File: src/icache_pkg.sv
`default_nettype none

package icache_pkg;

	// one instruction word, also used for byte addresses
	typedef logic [31:0] word_t;

	// tag field wide enough for the smallest index and offset
	localparam int MAX_TAG_BITS = 30;

	// valid bit sits above the tag, so an all-zero record is invalid
	typedef struct packed {
		logic                    valid;
		logic [MAX_TAG_BITS-1:0] tag;   // zero-extended when the real tag is shorter
	} tag_rec_t;

	// default geometry
	localparam int DEF_WAYS        = 2;
	localparam int DEF_SET_BITS    = 4;  // 16 sets
	localparam int DEF_OFFSET_BITS = 2;  // four words per line

endpackage

`default_nettype wire

File: src/icache_fill_if.sv
`default_nettype none

// one finished line travelling from the refill FSM to the ways
interface icache_fill_if import icache_pkg::*; #(
	parameter int WAYS        = DEF_WAYS,
	parameter int SET_BITS    = DEF_SET_BITS,
	parameter int OFFSET_BITS = DEF_OFFSET_BITS
);
	localparam int WAY_BITS   = (WAYS > 1) ? $clog2(WAYS) : 1;
	localparam int TAG_BITS   = 32 - SET_BITS - OFFSET_BITS - 2;
	localparam int LINE_WORDS = 1 << OFFSET_BITS;

	logic                        fill_we;     // single-cycle write pulse
	logic [WAY_BITS-1:0]         fill_way;    // victim way
	logic [SET_BITS-1:0]         fill_index;  // set being written
	logic [TAG_BITS-1:0]         fill_tag;
	word_t [LINE_WORDS-1:0]      fill_line;   // word 0 in the low slot

	modport source (output fill_we, fill_way, fill_index, fill_tag, fill_line);
	modport sink   (input  fill_we, fill_way, fill_index, fill_tag, fill_line);

endinterface

`default_nettype wire

File: src/icache_refill.sv
`default_nettype none

module icache_refill import icache_pkg::*; #(
	parameter int  WAYS        = DEF_WAYS,
	parameter int  SET_BITS    = DEF_SET_BITS,
	parameter int  OFFSET_BITS = DEF_OFFSET_BITS,
	localparam int WAY_BITS    = (WAYS > 1) ? $clog2(WAYS) : 1
) (
	input  logic                clk,
	input  logic                reset,
	input  logic                cpu_req,
	input  word_t               instr_addr,
	input  logic                hit,
	input  logic [WAY_BITS-1:0] victim,
	icache_fill_if.source       fill,
	output logic                mem_req,
	output word_t               mem_read_addr,
	input  logic                mem_addr_ok,
	input  logic                mem_data_ok,
	input  word_t               mem_read_data
);
	localparam int TAG_BITS   = 32 - SET_BITS - OFFSET_BITS - 2;
	localparam int LINE_WORDS = 1 << OFFSET_BITS;

	typedef enum logic [1:0] {
		ST_IDLE,
		ST_REQUEST,  // mem_req held until mem_addr_ok
		ST_WAIT,     // waiting on mem_data_ok
		ST_FILL      // one-cycle write into the victim way
	} state_t;

	state_t                 state;
	logic [OFFSET_BITS-1:0] word_cnt;  // word being fetched
	logic [TAG_BITS-1:0]    tag_q;
	logic [SET_BITS-1:0]    index_q;
	logic [WAY_BITS-1:0]    victim_q;
	word_t [LINE_WORDS-1:0] line_q;    // words collected so far
	logic                   miss_start;
	logic                   last_word;

	assign miss_start = (state == ST_IDLE) && cpu_req && !hit;
	assign last_word  = (word_cnt == OFFSET_BITS'(LINE_WORDS - 1));

	always_ff @(posedge clk)
	begin
		if (reset)
		begin
			state    <= ST_IDLE;
			word_cnt <= '0;
		end
		else
		begin
			case (state)
				ST_IDLE:
					if (miss_start)
					begin
						state    <= ST_REQUEST;
						word_cnt <= '0;  // always start at word 0
					end
				ST_REQUEST:
					if (mem_addr_ok)
						state <= ST_WAIT;
				ST_WAIT:
					if (mem_data_ok)
					begin
						if (last_word)
						begin
							state <= ST_FILL;
						end
						else
						begin
							state    <= ST_REQUEST;
							word_cnt <= word_cnt + 1'b1;
						end
					end
				ST_FILL:
					state <= ST_IDLE;  // request hits on the next cycle
				default:
					state <= ST_IDLE;
			endcase
		end
	end

	// miss context is frozen so the cpu address may move meanwhile
	always_ff @(posedge clk)
	begin
		if (miss_start)
		begin
			tag_q    <= instr_addr[31 -: TAG_BITS];
			index_q  <= instr_addr[OFFSET_BITS + 2 +: SET_BITS];
			victim_q <= victim;
		end
		if (state == ST_WAIT && mem_data_ok)
			line_q[word_cnt] <= mem_read_data;
	end

	assign mem_req       = (state == ST_REQUEST);
	assign mem_read_addr = {tag_q, index_q, word_cnt, 2'b00};  // stable while mem_req waits

	assign fill.fill_we    = (state == ST_FILL);
	assign fill.fill_way   = victim_q;
	assign fill.fill_index = index_q;
	assign fill.fill_tag   = tag_q;
	assign fill.fill_line  = line_q;

endmodule

`default_nettype wire

File: src/flat_wrapper.sv
// flat-port wrapper written by rule: the top's interface ports become plain ports
module icache_refill_flat import icache_pkg::*;
#(
	parameter int  WAYS        = DEF_WAYS,
	parameter int  SET_BITS    = DEF_SET_BITS,
	parameter int  OFFSET_BITS = DEF_OFFSET_BITS,
	localparam int WAY_BITS    = (WAYS > 1) ? $clog2(WAYS) : 1
)
  (clk, reset, cpu_req, instr_addr, hit, victim, mem_req, mem_read_addr, mem_addr_ok, mem_data_ok, mem_read_data, fill_fill_we, fill_fill_way, fill_fill_index, fill_fill_tag, fill_fill_line);
  icache_fill_if #(.WAYS(WAYS), .SET_BITS(SET_BITS), .OFFSET_BITS(OFFSET_BITS)) fill_i ();
  input  logic clk;
  input  logic reset;
  input  logic cpu_req;
  input  word_t instr_addr;
  input  logic hit;
  input  logic [WAY_BITS-1:0] victim;
  output logic mem_req;
  output word_t mem_read_addr;
  input  logic mem_addr_ok;
  input  logic mem_data_ok;
  input  word_t mem_read_data;
  output wire logic [$bits(fill_i.fill_we)-1:0] fill_fill_we;
  output wire logic [$bits(fill_i.fill_way)-1:0] fill_fill_way;
  output wire logic [$bits(fill_i.fill_index)-1:0] fill_fill_index;
  output wire logic [$bits(fill_i.fill_tag)-1:0] fill_fill_tag;
  output wire logic [$bits(fill_i.fill_line)-1:0] fill_fill_line;
  assign fill_fill_we = fill_i.fill_we;
  assign fill_fill_way = fill_i.fill_way;
  assign fill_fill_index = fill_i.fill_index;
  assign fill_fill_tag = fill_i.fill_tag;
  assign fill_fill_line = fill_i.fill_line;
  icache_refill #(.WAYS(WAYS), .SET_BITS(SET_BITS), .OFFSET_BITS(OFFSET_BITS)) u_core (.clk(clk), .reset(reset), .cpu_req(cpu_req), .instr_addr(instr_addr), .hit(hit), .victim(victim), .fill(fill_i), .mem_req(mem_req), .mem_read_addr(mem_read_addr), .mem_addr_ok(mem_addr_ok), .mem_data_ok(mem_data_ok), .mem_read_data(mem_read_data));
endmodule
File: config.mk
export PLATFORM = sky130hd
export DESIGN_NAME = icache_refill_flat
export DESIGN_NICKNAME = d
export VERILOG_FILES = /design/src/icache_pkg.sv /design/src/icache_fill_if.sv /design/src/icache_refill.sv /design/src/flat_wrapper.sv
export SDC_FILE = /design/constraint.sdc
export NUM_CORES = 1
export LEC_CHECK = 0
export ABC_AREA = 1
export BUFFER_PORTS_ARGS = -buffer_cell sky130_fd_sc_hd__clkbuf_2
export CORE_UTILIZATION = 38
export CTS_CLUSTER_DIAMETER = 200
export CTS_CLUSTER_SIZE = 12
export DETAILED_ROUTE_END_ITERATION = 8
export GPL_ROUTABILITY_DRIVEN = 1
export PLACE_DENSITY = 0.68
export SYNTH_ARGS = -nofsm -noshare
export SYNTH_HDL_FRONTEND = slang
export SYNTH_SLANG_ARGS = --single-unit
File: constraint.sdc
create_clock -name clk -period 3.62 [get_ports clk]
set_input_delay 0 -clock clk [delete_from_list [all_inputs] [get_ports clk]]
set_output_delay 0 -clock clk [all_outputs]
set_load 0.02 [all_outputs]
==> metrics.yaml <==
syn-instance-count: 244
grt_antenna_before_repair: 0
dieArea_mm2: 0.01441
setup_viol: 0
finalCriticalPeriod_ps: 2196
port_buffers: 255
ir_drop_uv: 376.0
hold_viol: 0
cts_tree: "yes"
cpMaxStageDelayCell: "nor2_4"
outcome: "complete, no violations"
die_h_um: 120.0
critPathCaptureType: "register"
first_iter_violations: 117
numCtsBuffers: 17
fin_crit_sh_pct: 60.67
grt_pass1_vias: 3195
synth_seq_area_share_pct: 90.55
clock_path_buffers: 2
ys_types: 18
grt_pass1_wl_um: 16780
post-dp-hpwl_um: 7564
drc: 0
synthFlopType: "edfxtp_1"
nets: 629
startpoint_type: "register"
totalPowerFinal_w: 0.004225
routabilityCongestion: 0.7526
final_common_cell: "clkbuf_2"
placed_area_mm2: 0.006609
area_growth_pct: 47.50
die_width_um: 120.0
crit_chain: "nand3_1, nor2_4"
std_cell_rows: 42
async_flop_share_pct: 0
fin_area_mm2: 0.007810
routed_wl_um: 11810
synth_top_area_cell: "edfxtp_1"
synth_edf_count: 157
skew_ps: 8.658
cp_top_family: "simple AND/OR/NAND/NOR gates"
post_cts_buffers: 0
arrival_ps: 2220
synth_area_leaders: "edfxtp_1, buf_4, dfxtp_1"
criticalPathCategory: "register to register"
yosysWarnings: 0
io_pins: 262
fin_tns_setup_ps: 0
setup_ws_ps: 1424
power.density_mw_per_mm2: 541.0
layout_common_cells: "clkbuf_2, edfxtp_1, dlygate4sd3_1"
max_clock_freq_ghz: 0.4553
holdCritPathClass: "input pin to register"
slew_viol_final: 0
rsz0062_at_grt: "false"
core_mm2: 0.01340
synth_area_mm2: 0.005295
ys_ff_latch: 161
max_slew_margin_pct: 27.29
htreeDepth: 4
path_max_fanout: 32
synth_top_area_share_pct: 89.04
ant_nets: 0
cts_sinks: 161
start_util_pct: 39.51
pre_cts_ws_ps: 1355
grt_max_degree: 33
num_vias: 3187
leakagePower_nw: 3.237
via_per_inst: 4.284
routedWlPerCell_um: 15.87
root_buffer: "clkbuf_16"
clk_latency_ps: 410
grt.overflow.total: 0
path_clk_slew_ps: 60
grt_util_all_layers_pct: 16.22
cp_slowest_stage_delay_ps: 910
critPathBufInv: 0
drt_first_pass_iters: 4
tightest_slew_ps: 1088
drive_gt1_share_pct: 52.56
syn_area_per_cell_um2: 21.70
maxCapViolCount: 0
required_ps: 3640
[routing by layer]
| metal | vias up | GRT usage (%) | share of wire, % |
|---|---|---|---|
| met2 | 144 | 29.24 | 54 |
| li1 | 1502 | - | - |
| met5 | - | 0 | 0 |
| met1 | 1528 | 16.77 | 38 |
| met4 | 0 | 7.187 | 1.8 |
| met3 | 13 | 5.798 | 6.5 |
[sequential cells by signal, summed over array words and instances (netlist names)]
register / count
u_core.fill.fill_tag: 24
u_core.fill.fill_index: 4
u_core.fill.fill_way: 1
u_core.state: 2
u_core.fill.fill_line: 128
u_core.word_cnt: 2
[stage by stage]
stage	cells	hold slack, ps	util [%]
5_1_grt	743	94.46	58.26
6_report	744	77.37	58.28
4_1_cts	743	59.82	58.26
2_1_floorplan	245	76.72	-
3_5_place_dp	647	178.7	49.32
3_3_place_gp	647	177.5	49.32
[final timing paths]
kind,startpoint,endpoint,slack (ps),depth (start not counted)
max,u_core.state[1],u_core.fill.fill_line[22],1420,2
min reg2reg,u_core.word_cnt[1],u_core.word_cnt[1],640,4
min,cpu_req,u_core.state[1],80,5
max reg2reg,u_core.state[1],u_core.fill.fill_line[22],1420,2
[layout make-up]
cell class	count	area [um^2]
Fill cell	1009	5590
Antenna cell	1	2.502
Tap cell	176	220.2
Sequential cell	161	4795
Inverter	12	45.04
Multi-Input combinational cell	41	257.7
Timing Repair Buffer	321	1932
Clock buffer	18	429.2
Clock inverter	14	128.9
[worst reg2reg max path: stages (launching register included)]
cell	delay, ps
dfxtp_1	560
nand3_1	330
nor2_4	910
[power breakdown]
part	internal (W)	total [W]	switching, W
sequential	0.00212	0.00216	0.0000360
clock	0.000956	0.00167	0.000711
combinational	0.000148	0.000399	0.000251
total	0.00323	0.00423	0.000998
[cell families (layout without fill, tap and decap cells)]
family,after synthesis,after routing,synth area share [%]
compound gates,3,3,0.3307
fa+ha+maj,4,4,0.9452
buf+inv,43,365,5.317
flops,161,161,90.55
other cells,1,3,0.07082
simple gates,32,32,2.788
[cells in the mapped netlist (2+ instances only)]
| cell | number |
|---|---|
| ha_1 | 4 |
| nor2_1 | 12 |
| dfxtp_1 | 4 |
| edfxtp_1 | 157 |
| nand2_1 | 9 |
| nand3_2 | 2 |
| inv_1 | 11 |
| nor3_1 | 2 |
| nor2_2 | 2 |
| buf_4 | 30 |
| nand3_1 | 4 |
[timing repair]
action                                 4_1_cts  5_1_grt
resized for setup                            0        0
setup endpoints to repair                    0        0
hold buffers                                64        0
endpoints found under the hold margin      161        0
Power figures use the tool's default switching activity.
