### src/icache_pkg.sv
`default_nettype none

package icache_pkg;

	// one instruction word, also used for byte addresses
	typedef logic [31:0] word_t;

	// tag field wide enough for the smallest index and offset
	localparam int MAX_TAG_BITS = 30;

	// valid bit sits above the tag, so an all-zero record is invalid
	typedef struct packed {
		logic                    valid;
		logic [MAX_TAG_BITS-1:0] tag;   // zero-extended when the real tag is shorter
	} tag_rec_t;

	// default geometry
	localparam int DEF_WAYS        = 2;
	localparam int DEF_SET_BITS    = 4;  // 16 sets
	localparam int DEF_OFFSET_BITS = 2;  // four words per line

endpackage

`default_nettype wire

### src/icache_response.sv
`default_nettype none

module icache_response import icache_pkg::*; #(
	parameter int  OFFSET_BITS = DEF_OFFSET_BITS,
	localparam int LINE_WORDS  = 1 << OFFSET_BITS
) (
	input  logic                   clk,
	input  logic                   reset,
	input  logic                   cpu_req,
	input  logic                   hit,
	input  logic [OFFSET_BITS-1:0] offset,      // word within the line
	input  word_t [LINE_WORDS-1:0] line_words,
	output logic                   cpu_addr_ok,
	output word_t                  instr_rdata,
	output logic                   cpu_data_ok
);
	word_t hit_word;

	assign hit_word    = line_words[offset];
	assign cpu_addr_ok = cpu_req && hit;  // a hit is accepted in the request cycle

	always_ff @(posedge clk)
	begin
		if (reset)
			cpu_data_ok <= 1'b0;
		else
			cpu_data_ok <= cpu_addr_ok;  // one-cycle pulse after acceptance
	end

	// data only captured on an accepted hit
	always_ff @(posedge clk)
	begin
		if (cpu_addr_ok)
			instr_rdata <= hit_word;
	end

endmodule

`default_nettype wire

### config.mk
export PLATFORM = sky130hd
export DESIGN_NAME = icache_response
export DESIGN_NICKNAME = d
export VERILOG_FILES = /design/src/icache_pkg.sv /design/src/icache_response.sv
export SDC_FILE = /design/constraint.sdc
export NUM_CORES = 1
export LEC_CHECK = 0
export BUFFER_PORTS_ARGS = -buffer_cell sky130_fd_sc_hd__buf_2
export CAP_MARGIN = 30
export CORE_MARGIN = 5
export CORE_UTILIZATION = 37
export CTS_CLUSTER_SIZE = 16
export DETAILED_ROUTE_END_ITERATION = 8
export GPL_TIMING_DRIVEN = 0
export PLACE_DENSITY = 0.83
export SLEW_MARGIN = 40
export SYNTH_ARGS = -nofsm -noshare
export SYNTH_HDL_FRONTEND = slang
export SYNTH_SLANG_ARGS = --single-unit
### constraint.sdc
create_clock -name clk -period 1.95 [get_ports clk]
set_clock_uncertainty 0.2 [all_clocks]
set_input_delay 0.0975 -clock clk [delete_from_list [all_inputs] [get_ports clk]]
set_output_delay 0.0975 -clock clk [all_outputs]
set_load 0.1 [all_outputs]
==> key figures, run 1 <==
Outcome
  • Status: finished, final reports clean

CTS
  • Clk sinks: 33
  • # H-tree levels: 2
  • Worst-path clk slew: 60 ps
  • Postcts setup bufs: 0
  • Maximum clock insertion buffer count: 2
  • CTS Buf Count: 5
  • Root Buffer: clkbuf_8
  • CTS tree: done

Final layout
  • Share of layout cells above drive strength 1: approximately 83%
  • Diode count: 0
  • Area Overhead vs Synth: 57.3%
  • Fin area: around 0.0028 mm^2
  • Fin nets: 385

Worst setup path
  • Cell Chain, Critical Path: buf_2, and2_2, buf_2
  • Slowest stage delay, CP: 640 ps
  • CP startpoint kind: input pin
  • CP max stage cell: and2_2
  • CP Capture Type: output port
  • Most frequent CP cell: buf_2
  • Crit Path Max Fanout: 33
  • Critical setup path kind: input pin to output port
  • Crit path required time: roughly 1700 ps
  • Crit path arrival time: 1390 ps

Timing
  • Final Hold Fails: 0
  • Worst-Margin Slew: between 700 and 800 ps
  • RSZ-0062 raised after global routing: false
  • Final setup margin: 261 ps
  • Fin. max-slew vios: 0
  • Final setup vio count: 0
  • Final Cycle Share: 86.6%
  • Fmax: just under 600 MHz
  • Final Critical Period: 1690 ps
  • Max transition margin: roughly half
  • Setup_tns: 0 ps

Power
  • Peak VDD IR: about 280 uV
  • Power per cell area: 740 mW/mm^2
  • Static leakage: 0.00129 uW

Floorplan
  • Placeable Area: 0.00472 mm^2
  • Die area: between 0.006 and 0.007 mm^2
  • Top Ports: 168
  • Die Y: ~80 um
  • Starting Density: 38.3%
  • Die X: 80.0 um
  • Row Count: 25

Drt
  • First-pass DRT Iterations: 4
  • Via count: ~1500
  • Average wire per standard cell: 18.2 um
  • Antenna Nets Post-Route: 0
  • Iteration-0 DRC Markers: 57
  • Vias per inst: a little under 5
  • DRC viols: 0
  • Routed WL: between 5 and 6 mm

GRT
  • First-pass GRT wire length: 8.47 mm
  • Antenna violations before repair: 0
  • Overflow after GRT: 0
  • Global Route Usage Sum: 18.0%
  • Largest net degree at the start of global routing: 34
  • Vias in the first global route: 1718

Logic synthesis
  • Syn_nets: roughly 210
  • Top post-synthesis cells by area: edfxtp_1 (53%), mux4_2 (37%), buf_12 (3.3%), mux4_1 (2.9%), dfxtp_1 (1.1%)
  • Sequential share of the synthesized area: 54.2%
  • Avg Inst Size Synth: 24.5 um^2
  • Synth warn: 0
  • Number of distinct library cells after synthesis: 9
  • Post-synth top area cell: edfxtp_1
  • Mapped Cells: 74
  • Post-synth top area share: 53.1%
  • Syn Std Cell Area: approximately 0.0018 mm^2
  • #FFs+latches synth: 33

Place
  • Pre-CTS WS: 244 ps
  • DPL Wire Length: 5.05 mm
  • Placed cell area: 0.00273 mm^2
  • Number of port buffers: 166
  • Final Wtd Congestion: 0.798

Min path
  • Hold Path Class: input pin to flip-flop

Run
  • Maxcap violations: 0
per-stage QoR:
stage	hold slack, ps	total power [uW]	utilization [%]	instances
after floorplan	53.2	1450	-	74
after global placement	163	1650	57.7	307
after detailed placement	168	1660	57.7	307
after CTS	1.48	2130	60.3	319
after global routing	4.59	2200	60.3	319
final	3.93	2110	60.3	319
per-layer routing:
| layer | GRT usage (%) | routed length [um] | vias to the layer above |
|---|---|---|---|
| li1 | - | - | 699 |
| met1 | 20.1 | 2010 | 736 |
| met2 | 32.0 | 3060 | 92 |
| met3 | 5.19 | 621 | 8 |
| met4 | 6.93 | 102 | 0 |
| met5 | 0 | 0 | - |
worst paths after layout:
check / from / endpoint / slack (ps) / depth (start not counted)
worst min-delay path: offset[1] / instr_rdata[31] / 4 / 2
worst max-delay path: cpu_req / cpu_addr_ok / 260 / 3
repair_timing:
action	in CTS	in global routing
hold endpoints to repair	2	0
hold buffers	4	0
resized for setup	0	0
registers in the layout, summed over array words and instances, names as in the netlist:
name and cells:
cpu_data_ok 1, instr_rdata 32
report_power, final:
part	internal, uW	total [uW]	switching, uW	leakage (uW)
sequential	850	863	12.5	0.000309
combinational	251	781	530	0.000943
clock	240	465	225	0.0000430
synthesized netlist by cell type:
| library cell | count |
|---|---|
| mux4_2 | 30 |
| buf_2 | 3 |
| mux4_1 | 2 |
| and2_1 | 1 |
| dfxtp_1 | 1 |
| and3b_1 | 1 |
| buf_12 | 3 |
| edfxtp_1 | 32 |
| buf_6 | 1 |
logic make-up after synthesis:
kind of cell / share of synthesized area, %
and+or+nand+nor: 0.830
muxes: 40.2
buffers and inverters: 4.77
DFF: 54.2
final cells by class:
| cell class | instances | area, um^2 |
|---|---|---|
| plain buffers | 7 | 86.3 |
| clock buffers | 5 | 68.8 |
| clock inverters | 3 | 12.5 |
| fillers | 407 | 1880 |
| multi-input cells | 34 | 744 |
| flip-flops and latches | 33 | 981 |
| well taps | 67 | 83.8 |
| repair buffers | 170 | 871 |
cells in the final DEF (no fill, tap or decap):
cell             n
buf_12           3
and2_2           1
clkinv_1         2
mux4_2          30
clkinv_2         1
mux4_1           2
buf_6            1
clkbuf_8         5
edfxtp_1        32
dlygate4sd3_1    4
buf_2          169
and3b_1          1
dfxtp_1          1
worst max-delay path, delay by kind of cell:
| kind | cells | cell delay, ps |
|---|---|---|
| buffers and inverters | 2 | 640 |
| AND/OR/NAND/NOR | 1 | 640 |
(Power assumes the default switching activity.)
==> run 2: changes to the inputs <==
ABC_AREA = 1   (was unset)
CORE_UTILIZATION = 43   (was 37)
PLACE_DENSITY = 0.85   (was 0.83)
==> key figures, run 2 <==
Outcome
  • Status: finished, final reports clean

Drt
  • First-pass DRT Iterations: 5 (+1)
  • Via count: 3626 (+140%)
  • Vias per inst: 4.80 (-0.19%)
  • Antenna Nets Post-Route: 0 (unchanged)
  • DRC viols: 0 (unchanged)
  • Average wire per standard cell: 14.6 um (-20%)
  • Routed WL: 11.0 mm (+90%)
  • Iteration-0 DRC Markers: 205 (+260%)

Logic synthesis
  • Post-synth top area share: 37.6% (-15 points)
  • Area fraction in and, or, nand and nor cells after synthesis: 36.3% (+36 points)
  • Top post-synthesis cells by area: edfxtp_1 (38%), nand2_1 (24%), inv_1 (19%), nand3_1 (13%), buf_6 (3.1%)
  • Top-count cell post-synth: nand2_1
  • Synth Flop Type: edfxtp_1
  • Synth Area in XOR/XNOR: 0% (unchanged)
  • Sequential share of the synthesized area: 38.4% (-16 points)
  • Number of distinct library cells after synthesis: 10 (+1)
  • Mux contribution to synthesized area: 0% (-40 points)
  • EDFF count, synth: 32 (unchanged)
  • Post-Synth Adder-Cell Area: 0% (unchanged)
  • Mapped Cells: 410 (+450%)
  • Post-synth top area cell: edfxtp_1
  • Synth warn: 0 (unchanged)
  • Syn_nets: 544 (+160%)
  • Syn Std Cell Area: 0.00255 mm^2 (+41%)
  • #FFs+latches synth: 33 (unchanged)
  • Avg Inst Size Synth: 6.23 um^2 (-75%)
  • Top cells by count, synth: nand2_1 (161), inv_1 (130), nand3_1 (64), edfxtp_1 (32), buf_2 (9)
  • Main combinational cell family by area after synthesis: simple AND/OR/NAND/NOR gates
  • Async S/R FF share, synth: 0% (unchanged)
  • Area fraction in compound gates after synthesis: 0% (unchanged)

Final layout
  • Most flops, register: instr_rdata
  • Fill cell count: 404 (-0.74%)
  • Multi-input logic area: 928 um^2 (+25%)
  • Register area: 981 um^2 (unchanged)
  • Diode count: 0 (unchanged)
  • Area Overhead vs Synth: 76.8%
  • Share of layout cells above drive strength 1: 29.4% (-54 points)
  • Non-Filler Instances: 755 (+140%)
  • Largest registers: instr_rdata (32), cpu_data_ok (1)
  • Most frequent cells in the layout: buf_2 (176), nand2_1 (161), inv_1 (128)
  • Number of flip-flops in the largest register: 32 (unchanged)
  • Fin nets: 813 (+110%)
  • Commonest non-fill, non-tap cell in the layout: buf_2
  • Final core utilization: 77.2% (+17 points)

CTS
  • CTS tree: done
  • CTS Buf Count: 5 (unchanged)
  • Root Buffer: clkbuf_8
  • # H-tree levels: 2 (unchanged)
  • Clk sinks: 33 (unchanged)
  • Maximum clock insertion buffer count: 2 (unchanged)
  • Worst-path clk slew: 60 ps (about the same)

Place
  • Number of placed instances, taps included: 651 (+110%)
  • Number of port buffers: 166 (unchanged)
  • Final Wtd Congestion: 0.835 (+4.6%)
  • DPL Wire Length: 6.08 mm (+20%)
  • Pre-CTS WS: 168 ps (-76.0 ps)

Timing
  • Final Cycle Share: 93.0% (+6.4 points)
  • Final Hold Fails: 0 (unchanged)
  • Setup_tns: 0 ps (unchanged)
  • Final Critical Period: 1810 ps (+124 ps)
  • Final setup vio count: 0 (unchanged)
  • Max transition margin: 48.8% (-0.61 points)
  • RSZ-0062 raised after global routing: false
  • Final setup margin: 137 ps (-124 ps)
  • Fin. max-slew vios: 0 (unchanged)
  • Fmax: 552 MHz (-6.9%)
  • Worst-Margin Slew: 767 ps (+7.58 ps)

Floorplan
  • Top Ports: 168 (unchanged)
  • Die area: 0.00758 mm^2 (+19%)
  • Starting Density: 43.7% (+5.3 points)
  • Die Y: 87.1 um (+8.9%)
  • Die X: 87.1 um (+8.9%)
  • Placeable Area: 0.00585 mm^2 (+24%)
  • Row Count: 28 (+12%)

Power
  • Static leakage: 0.00271 uW (+110%)
  • Clk pwr share: 20.6% (-1.4 points)
  • Peak VDD IR: 349 uV (+23%)
  • Power per cell area: 545 mW/mm^2 (-26%)
  • P_int: 1480 uW (+11%)
  • Logic pwr share: 44.4% (+7.4 points)
  • Sequential power share: 35.0% (-5.9 points)
  • Net Sw Frac: 39.8% (+3.4 points)
  • Switching power: 980 uW (+28%)

Run
  • Maxcap violations: 0 (unchanged)

Worst setup path
  • Crit Path Max Fanout: 33 (unchanged)
  • Crit path arrival time: 1520 ps (+130 ps)
  • Critical setup path kind: input pin to output port
  • Crit path required time: 1650 ps (about the same)
  • CP startpoint kind: input pin
  • CP Capture Type: output port

GRT
  • Antenna violations before repair: 0 (unchanged)
  • Global Route Usage Sum: 29.5% (+12 points)
  • First-pass GRT wire length: 17.4 mm (+110%)
  • Vias in the first global route: 3777 (+120%)
  • Overflow after GRT: 0 (unchanged)
  • Largest net degree at the start of global routing: 34 (unchanged)

Min path
  • Hold Path Class: input pin to flip-flop
## run 2: cell count changes in the layout (fill, tap and decap cells not counted), moves of 3 or more
cell	before	now
nand2_1	0	161
inv_1	0	128
dlygate4sd3_1	4	90
nand3_1	0	64
mux4_2	30	0
buf_4	0	8
buf_2	169	176
buf_6	1	7
buf_12	3	0
## run 2: what timing repair did
item                                    in CTS  in global routing
resized for setup                            0                  2
hold buffers                                90                  1
endpoints found under the hold margin       30                  1
endpoints found under the setup margin       0                 15
buffers inserted                             0                  4
## run 2: worst paths after layout
kind      startpoint         endpoint  slack (ps)  cells past startpoint
max          cpu_req      cpu_addr_ok         140                      4
min   line_words[63]  instr_rdata[31]           2                      5
## run 2: power by group through the flow
stage                     logic, uW  registers, uW  clock network [uW]
final                          1090            863                 507
after global routing           1160            868                 550
after CTS                      1050            860                 516
after detailed placement        883            875                   0
after global placement          871            875                   0
after floorplan                 254           1270                   0
## run 2: kinds of logic after synthesis
logic type    count (synthesis)
simple gates                226
buf+inv                     151
flops                        33
## run 2: through the flow
stage / instance area (um^2) / power (uW) / hold slack (ps)
floorplan: 2560 / 1520 / -30.1
global placement: 3480 / 1750 / 53.6
detailed placement: 3480 / 1760 / 65.2
CTS: 4470 / 2420 / 0.232
global route: 4520 / 2580 / 27.0
finish: 4520 / 2460 / 2.34
## run 2: layout make-up
type	count	share of cell area (%)
Tap cell	75	2.08
Inverter	131	11.1
Clock buffer	7	1.69
Timing Repair Buffer	262	39.4
Clock inverter	1	0.111
Multi-Input combinational cell	226	20.6
Buffer	20	3.41
Sequential cell	33	21.7
## run 2: worst max-delay path: stages
cell	delay, ps
buf_2	100
nand2_1	120
clkinvlp_4	630
buf_2	550
## run 2: routing by layer
| metal | track usage, % | share of wire, % |
|---|---|---|
| met4 | 13.2 | 3.8 |
| met1 | 30.7 | 34 |
| met3 | 6.81 | 8.7 |
| met2 | 55.4 | 54 |
| met5 | 0 | 0 |
