### config.mk
export PLATFORM = sky130hd
export DESIGN_NAME = icache_replacement_flat
export DESIGN_NICKNAME = d
export VERILOG_FILES = /design/src/icache_pkg.sv /design/src/icache_fill_if.sv /design/src/icache_replacement.sv /design/src/flat_wrapper.sv
export SDC_FILE = /design/constraint.sdc
export NUM_CORES = 1
export LEC_CHECK = 0
export BUFFER_PORTS_ARGS = -buffer_cell sky130_fd_sc_hd__buf_2
export CAP_MARGIN = 20
export CORE_ASPECT_RATIO = 1.1
export CORE_MARGIN = 2
export CORE_UTILIZATION = 26
export CTS_BUF_LIST = sky130_fd_sc_hd__clkbuf_2 sky130_fd_sc_hd__clkbuf_4 sky130_fd_sc_hd__clkbuf_8
export CTS_CLUSTER_SIZE = 40
export DETAILED_ROUTE_END_ITERATION = 10
export PLACE_DENSITY = 0.78
export SLEW_MARGIN = 30
export SYNTH_ARGS = -nofsm -noshare
export SYNTH_HDL_FRONTEND = slang
export SYNTH_SLANG_ARGS = --single-unit
export TNS_END_PERCENT = 20
### constraint.sdc
create_clock -name clk -period 1.59 [get_ports clk]
set_clock_uncertainty 0.1 [all_clocks]
set_input_delay 0.318 -clock clk [delete_from_list [all_inputs] [get_ports clk]]
set_output_delay 0.318 -clock clk [all_outputs]
set_load 0.02 [all_outputs]
### src/icache_pkg.sv
`default_nettype none

package icache_pkg;

	// one instruction word, also used for byte addresses
	typedef logic [31:0] word_t;

	// tag field wide enough for the smallest index and offset
	localparam int MAX_TAG_BITS = 30;

	// valid bit sits above the tag, so an all-zero record is invalid
	typedef struct packed {
		logic                    valid;
		logic [MAX_TAG_BITS-1:0] tag;   // zero-extended when the real tag is shorter
	} tag_rec_t;

	// default geometry
	localparam int DEF_WAYS        = 2;
	localparam int DEF_SET_BITS    = 4;  // 16 sets
	localparam int DEF_OFFSET_BITS = 2;  // four words per line

endpackage

`default_nettype wire

### src/icache_fill_if.sv
`default_nettype none

// one finished line travelling from the refill FSM to the ways
interface icache_fill_if import icache_pkg::*; #(
	parameter int WAYS        = DEF_WAYS,
	parameter int SET_BITS    = DEF_SET_BITS,
	parameter int OFFSET_BITS = DEF_OFFSET_BITS
);
	localparam int WAY_BITS   = (WAYS > 1) ? $clog2(WAYS) : 1;
	localparam int TAG_BITS   = 32 - SET_BITS - OFFSET_BITS - 2;
	localparam int LINE_WORDS = 1 << OFFSET_BITS;

	logic                        fill_we;     // single-cycle write pulse
	logic [WAY_BITS-1:0]         fill_way;    // victim way
	logic [SET_BITS-1:0]         fill_index;  // set being written
	logic [TAG_BITS-1:0]         fill_tag;
	word_t [LINE_WORDS-1:0]      fill_line;   // word 0 in the low slot

	modport source (output fill_we, fill_way, fill_index, fill_tag, fill_line);
	modport sink   (input  fill_we, fill_way, fill_index, fill_tag, fill_line);

endinterface

`default_nettype wire

### src/icache_replacement.sv
`default_nettype none

module icache_replacement import icache_pkg::*; #(
	parameter int  WAYS     = DEF_WAYS,
	parameter int  SET_BITS = DEF_SET_BITS,
	localparam int WAY_BITS = (WAYS > 1) ? $clog2(WAYS) : 1
) (
	input  logic                clk,
	input  logic                reset,
	icache_fill_if.sink         fill,
	input  logic [SET_BITS-1:0] rd_index,  // set of the current request
	output logic [WAY_BITS-1:0] victim
);
	localparam int SETS = 1 << SET_BITS;

	logic [WAY_BITS-1:0] rr_ptr [SETS];  // next way to replace, per set

	assign victim = rr_ptr[rd_index];

	always_ff @(posedge clk)
	begin
		if (reset)
		begin
			for (int s = 0; s < SETS; s++)
				rr_ptr[s] <= '0;
		end
		else if (fill.fill_we)
		begin
			// wrap at WAYS, not at the counter width
			if (rr_ptr[fill.fill_index] == WAY_BITS'(WAYS - 1))
				rr_ptr[fill.fill_index] <= '0;
			else
				rr_ptr[fill.fill_index] <= rr_ptr[fill.fill_index] + 1'b1;
		end
	end

endmodule

`default_nettype wire

### src/flat_wrapper.sv
// flat-port wrapper written by rule: the top's interface ports become plain ports
module icache_replacement_flat import icache_pkg::*;
#(
	parameter int  WAYS     = DEF_WAYS,
	parameter int  SET_BITS = DEF_SET_BITS,
	localparam int WAY_BITS = (WAYS > 1) ? $clog2(WAYS) : 1
)
  (clk, reset, rd_index, victim, fill_fill_we, fill_fill_way, fill_fill_index, fill_fill_tag, fill_fill_line);
  icache_fill_if #(.WAYS(WAYS), .SET_BITS(SET_BITS)) fill_i ();
  input  logic clk;
  input  logic reset;
  input  logic [SET_BITS-1:0] rd_index;
  output logic [WAY_BITS-1:0] victim;
  input wire logic [$bits(fill_i.fill_we)-1:0] fill_fill_we;
  input wire logic [$bits(fill_i.fill_way)-1:0] fill_fill_way;
  input wire logic [$bits(fill_i.fill_index)-1:0] fill_fill_index;
  input wire logic [$bits(fill_i.fill_tag)-1:0] fill_fill_tag;
  input wire logic [$bits(fill_i.fill_line)-1:0] fill_fill_line;
  assign fill_i.fill_we = fill_fill_we;
  assign fill_i.fill_way = fill_fill_way;
  assign fill_i.fill_index = fill_fill_index;
  assign fill_i.fill_tag = fill_fill_tag;
  assign fill_i.fill_line = fill_fill_line;
  icache_replacement #(.WAYS(WAYS), .SET_BITS(SET_BITS)) u_core (.clk(clk), .reset(reset), .fill(fill_i), .rd_index(rd_index), .victim(victim));
endmodule
==> results of run 1 <==
[area by class of cell]
| type | instances | area [µm²] |
|---|---|---|
| Multi-Input combinational cell | 62 | 514 |
| Sequential cell | 16 | 480 |
| Clock inverter | 1 | 3.75 |
| Clock buffer | 3 | 41.3 |
| Tap cell | 50 | 62.6 |
| Fill cell | 378 | 2370 |
| Timing Repair Buffer | 32 | 213 |
[worst paths after layout]
path         slack, ps                              to  cells after the start                             from
max reg2reg         60  u_core.rr_ptr[5]$_SDFFCE_PN0P_                      4   u_core.rr_ptr[6]$_SDFFCE_PN0P_
min reg2reg        540  u_core.rr_ptr[9]$_SDFFCE_PN0P_                      2   u_core.rr_ptr[9]$_SDFFCE_PN0P_
max               -360                          victim                      4  u_core.rr_ptr[10]$_SDFFCE_PN0P_
min                420  u_core.rr_ptr[7]$_SDFFCE_PN0P_                      2                     fill_fill_we
[metrics by stage]
stage | worst slack (ps) | setup TNS [ps] | hold slack, ps
global route | -420 | -420 | 435
global placement | -232 | -585 | 526
CTS | -366 | -366 | 415
floorplan | 19.6 | 0 | 431
finish | -356 | -356 | 419
detailed placement | -237 | -977 | 534
[what timing repair did]
item	CTS	global route
pin swaps	0	0
gates resized for setup	0	0
setup buffers	1	4
hold buffers	0	0
endpoints found under the setup margin	1	1
endpoints found under the hold margin	0	0
cloned	0	0
[routing by layer]
layer	global-route usage [%]	wire (µm)
met5	0	0
met4	5.07	46
met3	1.95	71
met2	22.5	1350
met1	13.4	914
[cell usage in the layout (no fill, tap or decap), drive strengths merged]
master / instances
buf: 32
edfxtp: 16
nor2: 15
a21o: 9
mux4: 7
nand2b: 5
nor3: 4
o21bai: 4
nor2b: 3
nand2: 3
a41o: 3
mux2i: 3
clkbuf: 3
or2: 3
nand3: 1
or3: 1
nor4: 1
clkinv: 1
[cells by family after synthesis]
family                 after synthesis  share of synthesized area [%]
AOI/OAI and AO/OA                   16                           12.6
muxes                               10                           19.2
DFF                                 16                           47.3
buffers and inverters                4                           2.09
and+or+nand+nor                     36                           18.8
[where the power goes]
| part | internal [mW] | leakage (nW) | switching (mW) |
|---|---|---|---|
| clock network | 0.172 | 0.0231 | 0.141 |
| registers | 0.482 | 0.165 | 0.00907 |
| logic | 0.0941 | 0.367 | 0.0834 |
| total | 0.747 | 0.555 | 0.233 |
[worst register-to-register path: stages (launching register included)]
cell	delay (ps)
edfxtp_1	390
buf_4	150
mux4_1	480
nand2b_4	180
nor2_1	100
==> impl_metrics.tcl, run 1 <==
set metrics [dict create \
    largestRegisters "u_core.rr_ptr x16" \
    worstMarginPinSlew_ps 393 \
    yosysTopAreaCellShare_pct 47.3 \
    drc 0 \
    seq_area_frac_synth_pct 47.3 \
    h-tree-depth 1 \
    required_ps 1170 \
    synth_area_leaders "edfxtp_1 (47%), mux4_2 (11%), a21o_1 (6.7%)" \
    post_synth.cell_area_avg_um2 12.4 \
    grt_first_pass_wirelength_mm 4.11 \
    netlist_top_cells_count "edfxtp_1 (16), nor2_1 (15), a21o_1 (9), mux4_2 (5)" \
    slowest_stage "mux4_2" \
    port_buffers 11 \
    finalInstanceArea_mm2 0.00132 \
    core_area_mm2 0.00368 \
    grtUsageTotal_pct 12.1 \
    top_register "u_core.rr_ptr" \
    synth_seq_cells 16 \
    fin_crit_ps 1950 \
    die_h_um 69.6 \
    max_stage_delay_ps 490 \
    areaGrowthSynthToFinish_pct 29.4 \
    finalPower_mw 0.981 \
    relSlewSlack_pct 73.7 \
    powerDensity_mw_per_mm2 746 \
    grt_overflow 0 \
    synth_area_mm2 0.00102 \
    endpoint_kind "primary output" \
    violations "negative setup slack" \
    cts-root-buf "clkbuf_8" \
    maxSlewViolCount 0 \
    cts_tree "built" \
    initial_core_util_pct 27.6 \
    diodes 0 \
    clk_latency_ps 250 \
    synthArstFlopShare_pct 0 \
    crit_family "multiplexers" \
    nets 279 \
    clockBufferDepth 2 \
    path_cells "mux4_2 > mux2i_1 > mux2i_1 > buf_2" \
    crit_type "reg -> out" \
    fin_crit_sh_pct 122 \
    finish.utilization_pct 35.7 \
    fmax_mhz 514 \
    synth_nets 246 \
    worstPathArrival_ps 1530 \
    place_area_mm2 0.00123 \
    die-area_mm2 0.00442 \
    die_x_um 63.6 \
    ioPinCount 165 \
    max-vdd-ir-drop_uv 189 \
    dp_hpwl_mm 1.81 \
    synth_flop_cell "edfxtp_1" \
    synthDistinctLibCells 21 \
    status "finished with violations" \
    ant_nets 0 \
    synth_area_leader_cell "edfxtp_1" \
    largest_register_ff_count 16 \
    grt_pass1_vias 844 \
    cp-start-kind "register" \
    vias 790 \
    cts_made_buffers 3 \
    worst-path-buf-inv 1 \
    drt-initial-drc-count 17 \
    grt_antenna_before_repair 0 \
    post_drt_wl_per_cell_um 14.5 \
    syn_inst 82 \
    p_leak_nw 0.555 \
    hold_class "in -> reg" \
    final-instance-count-excl-fill 164 \
    fp-row-count 23 \
    grt_max_degree 18 \
    yosysMostFrequentCell "edfxtp_1" \
    maxCapViolations 0 \
    clkTransAtPathRegs_ps 60 \
    dr.pass1.iters 4 \
    drt_wl_total_mm 2.38 \
    synth-edff-count 16 \
    gp_congestion 0.816 \
    clock-sinks 16 \
    rsz0062_at_grt "true" \
    vias_per_cell 4.82 \
    setup_viol 1 \
    worstPathMaxFanout 2 \
    drive_above_1_share_pct 39.5 \
    dp.cells 155 \
    cpMostUsedCell "mux2i_1" \
    ys.warnings.count 0 \
    hold_violations 0 \
    worst_slack_ps -356 \
]
(Power assumes the default switching activity.)
==> inputs of run 2 (changes only) <==
--- a/config.mk
+++ b/config.mk
@@ -5,15 +5,13 @@
 export SDC_FILE = /design/constraint.sdc
 export NUM_CORES = 1
 export LEC_CHECK = 0
-export BUFFER_PORTS_ARGS = -buffer_cell sky130_fd_sc_hd__buf_2
 export CAP_MARGIN = 20
-export CORE_ASPECT_RATIO = 1.1
-export CORE_MARGIN = 2
-export CORE_UTILIZATION = 26
+export CORE_AREA = 2 2 64 66
 export CTS_BUF_LIST = sky130_fd_sc_hd__clkbuf_2 sky130_fd_sc_hd__clkbuf_4 sky130_fd_sc_hd__clkbuf_8
 export CTS_CLUSTER_SIZE = 40
 export DETAILED_ROUTE_END_ITERATION = 10
-export PLACE_DENSITY = 0.78
+export DIE_AREA = 0 0 66 68
+export DONT_BUFFER_PORTS = 1
 export SLEW_MARGIN = 30
 export SYNTH_ARGS = -nofsm -noshare
 export SYNTH_HDL_FRONTEND = slang
==> impl_metrics.tcl, run 2 (synthesized netlist as in run 1, its figures left out) <==
set metrics [dict create \
    fmax_mhz 522 \
    dr.pass1.iters 4 \
    hold_class "in -> reg" \
    drive_above_1_share_pct 25.0 \
    worstPathMaxFanout 2 \
    dp_slack_ps -102 \
    violations "negative setup slack" \
    grt_first_pass_wirelength_mm 3.82 \
    maxCapViolations 0 \
    clockBufferDepth 2 \
    grt_overflow 0 \
    die_h_um 68 \
    cts-root-buf "clkbuf_8" \
    grt_max_degree 19 \
    h-tree-depth 1 \
    largestRegisters "u_core.rr_ptr x16" \
    fin_crit_sh_pct 121 \
    final_cell_mix "edfxtp_1 (16), nor2_1 (15), a21o_1 (9), buf_4 (6), mux4_2 (5)" \
    required_ps 1170 \
    hold_violations 0 \
    nets 253 \
    cpMostUsedCell "mux2i_4" \
    slowest_stage "mux4_2" \
    areaGrowthSynthToFinish_pct 16.6 \
    port_buffers 0 \
    maxSlewViolCount 0 \
    vias 682 \
    cts_made_buffers 3 \
    grt_pass1_vias 783 \
    fp-row-count 23 \
    dp.cells 134 \
    grt_antenna_before_repair 0 \
    powerDensity_mw_per_mm2 797 \
    path_cells "mux4_2 > mux2i_4 > mux2i_4" \
    status "finished with violations" \
    setup_viol 1 \
    worstPathArrival_ps 1500 \
    die_x_um 66 \
    endpoint_kind "primary output" \
    holdWs_ps 147 \
    cts_tree "built" \
    worstMarginPinSlew_ps 450 \
    fin_crit_ps 1920 \
    worst_slack_ps -326 \
    final_common_cell "edfxtp_1" \
    ant_nets 0 \
    post_drt_wl_per_cell_um 16.9 \
    initial_core_util_pct 26.3 \
    nFillCells 412 \
    dp_hpwl_mm 1.77 \
    die-area_mm2 0.00449 \
    drt_wl_total_mm 2.33 \
    clock-sinks 16 \
    finalPower_mw 0.944 \
    top_register "u_core.rr_ptr" \
    diodes 0 \
    grtUsageTotal_pct 11.8 \
    max_stage_delay_ps 520 \
    vias_per_cell 4.94 \
    largest_register_ff_count 16 \
    ioPinCount 165 \
    worst-path-buf-inv 0 \
    p_leak_nw 0.436 \
    tns_ps -326 \
    clkTransAtPathRegs_ps 70 \
    final-instance-count-excl-fill 138 \
    place_area_mm2 0.00110 \
    finish.utilization_pct 30.7 \
    drc 0 \
    cp-start-kind "register" \
    gp_congestion 0.832 \
    max-vdd-ir-drop_uv 359 \
    crit_type "reg -> out" \
    clk_latency_ps 250 \
    rsz0062_at_grt "true" \
    relSlewSlack_pct 70.0 \
    core_area_mm2 0.00386 \
    finalInstanceArea_mm2 0.00118 \
    drt-initial-drc-count 13 \
    crit_family "multiplexers" \
]
[run 2: final timing paths]
check                                  start                               to  slack [ps]  depth (start not counted)
max           u_core.rr_ptr[7]$_SDFFCE_PN0P_                           victim        -330                          3
min                                    reset   u_core.rr_ptr[2]$_SDFFCE_PN0P_         150                          1
max reg2reg  u_core.rr_ptr[15]$_SDFFCE_PN0P_  u_core.rr_ptr[13]$_SDFFCE_PN0P_         130                          3
min reg2reg   u_core.rr_ptr[9]$_SDFFCE_PN0P_   u_core.rr_ptr[9]$_SDFFCE_PN0P_         480                          1
[run 2: cell type report]
class	instances	area [µm²]	share of cell area, %
clock inverter	1	3.75	0.317
multi-input combinational	62	552	46.6
clock buffer	3	41.3	3.48
timing repair buffer	6	45.0	3.80
tap	50	62.6	5.28
sequential	16	480	40.5
[run 2: timing repair]
action / CTS / global route
endpoints found under the setup margin: 1 / 1
buffers inserted: 0 / 0
resized for setup: 1 / 5
hold buffers: 0 / 0
[run 2: worst reg2reg max path, delay by kind of cell, from the launching register on]
kind	cells	cell delay, ps
mux	1	480
flops	1	390
simple gates	2	360
[run 2: layer usage]
metal / GRT usage, % / vias up / routed length [µm]
met2: 20.8 / 18 / 1140
met4: 7.65 / 0 / 64
met1: 13.1 / 330 / 1010
li1: - / 328 / -
met5: 0 / - / 0
met3: 2.30 / 6 / 115
[run 2: report_power, final]
part | switching [mW] | internal (mW)
Sequential | 0.00878 | 0.482
Combinational | 0.0554 | 0.0776
Clock | 0.149 | 0.172
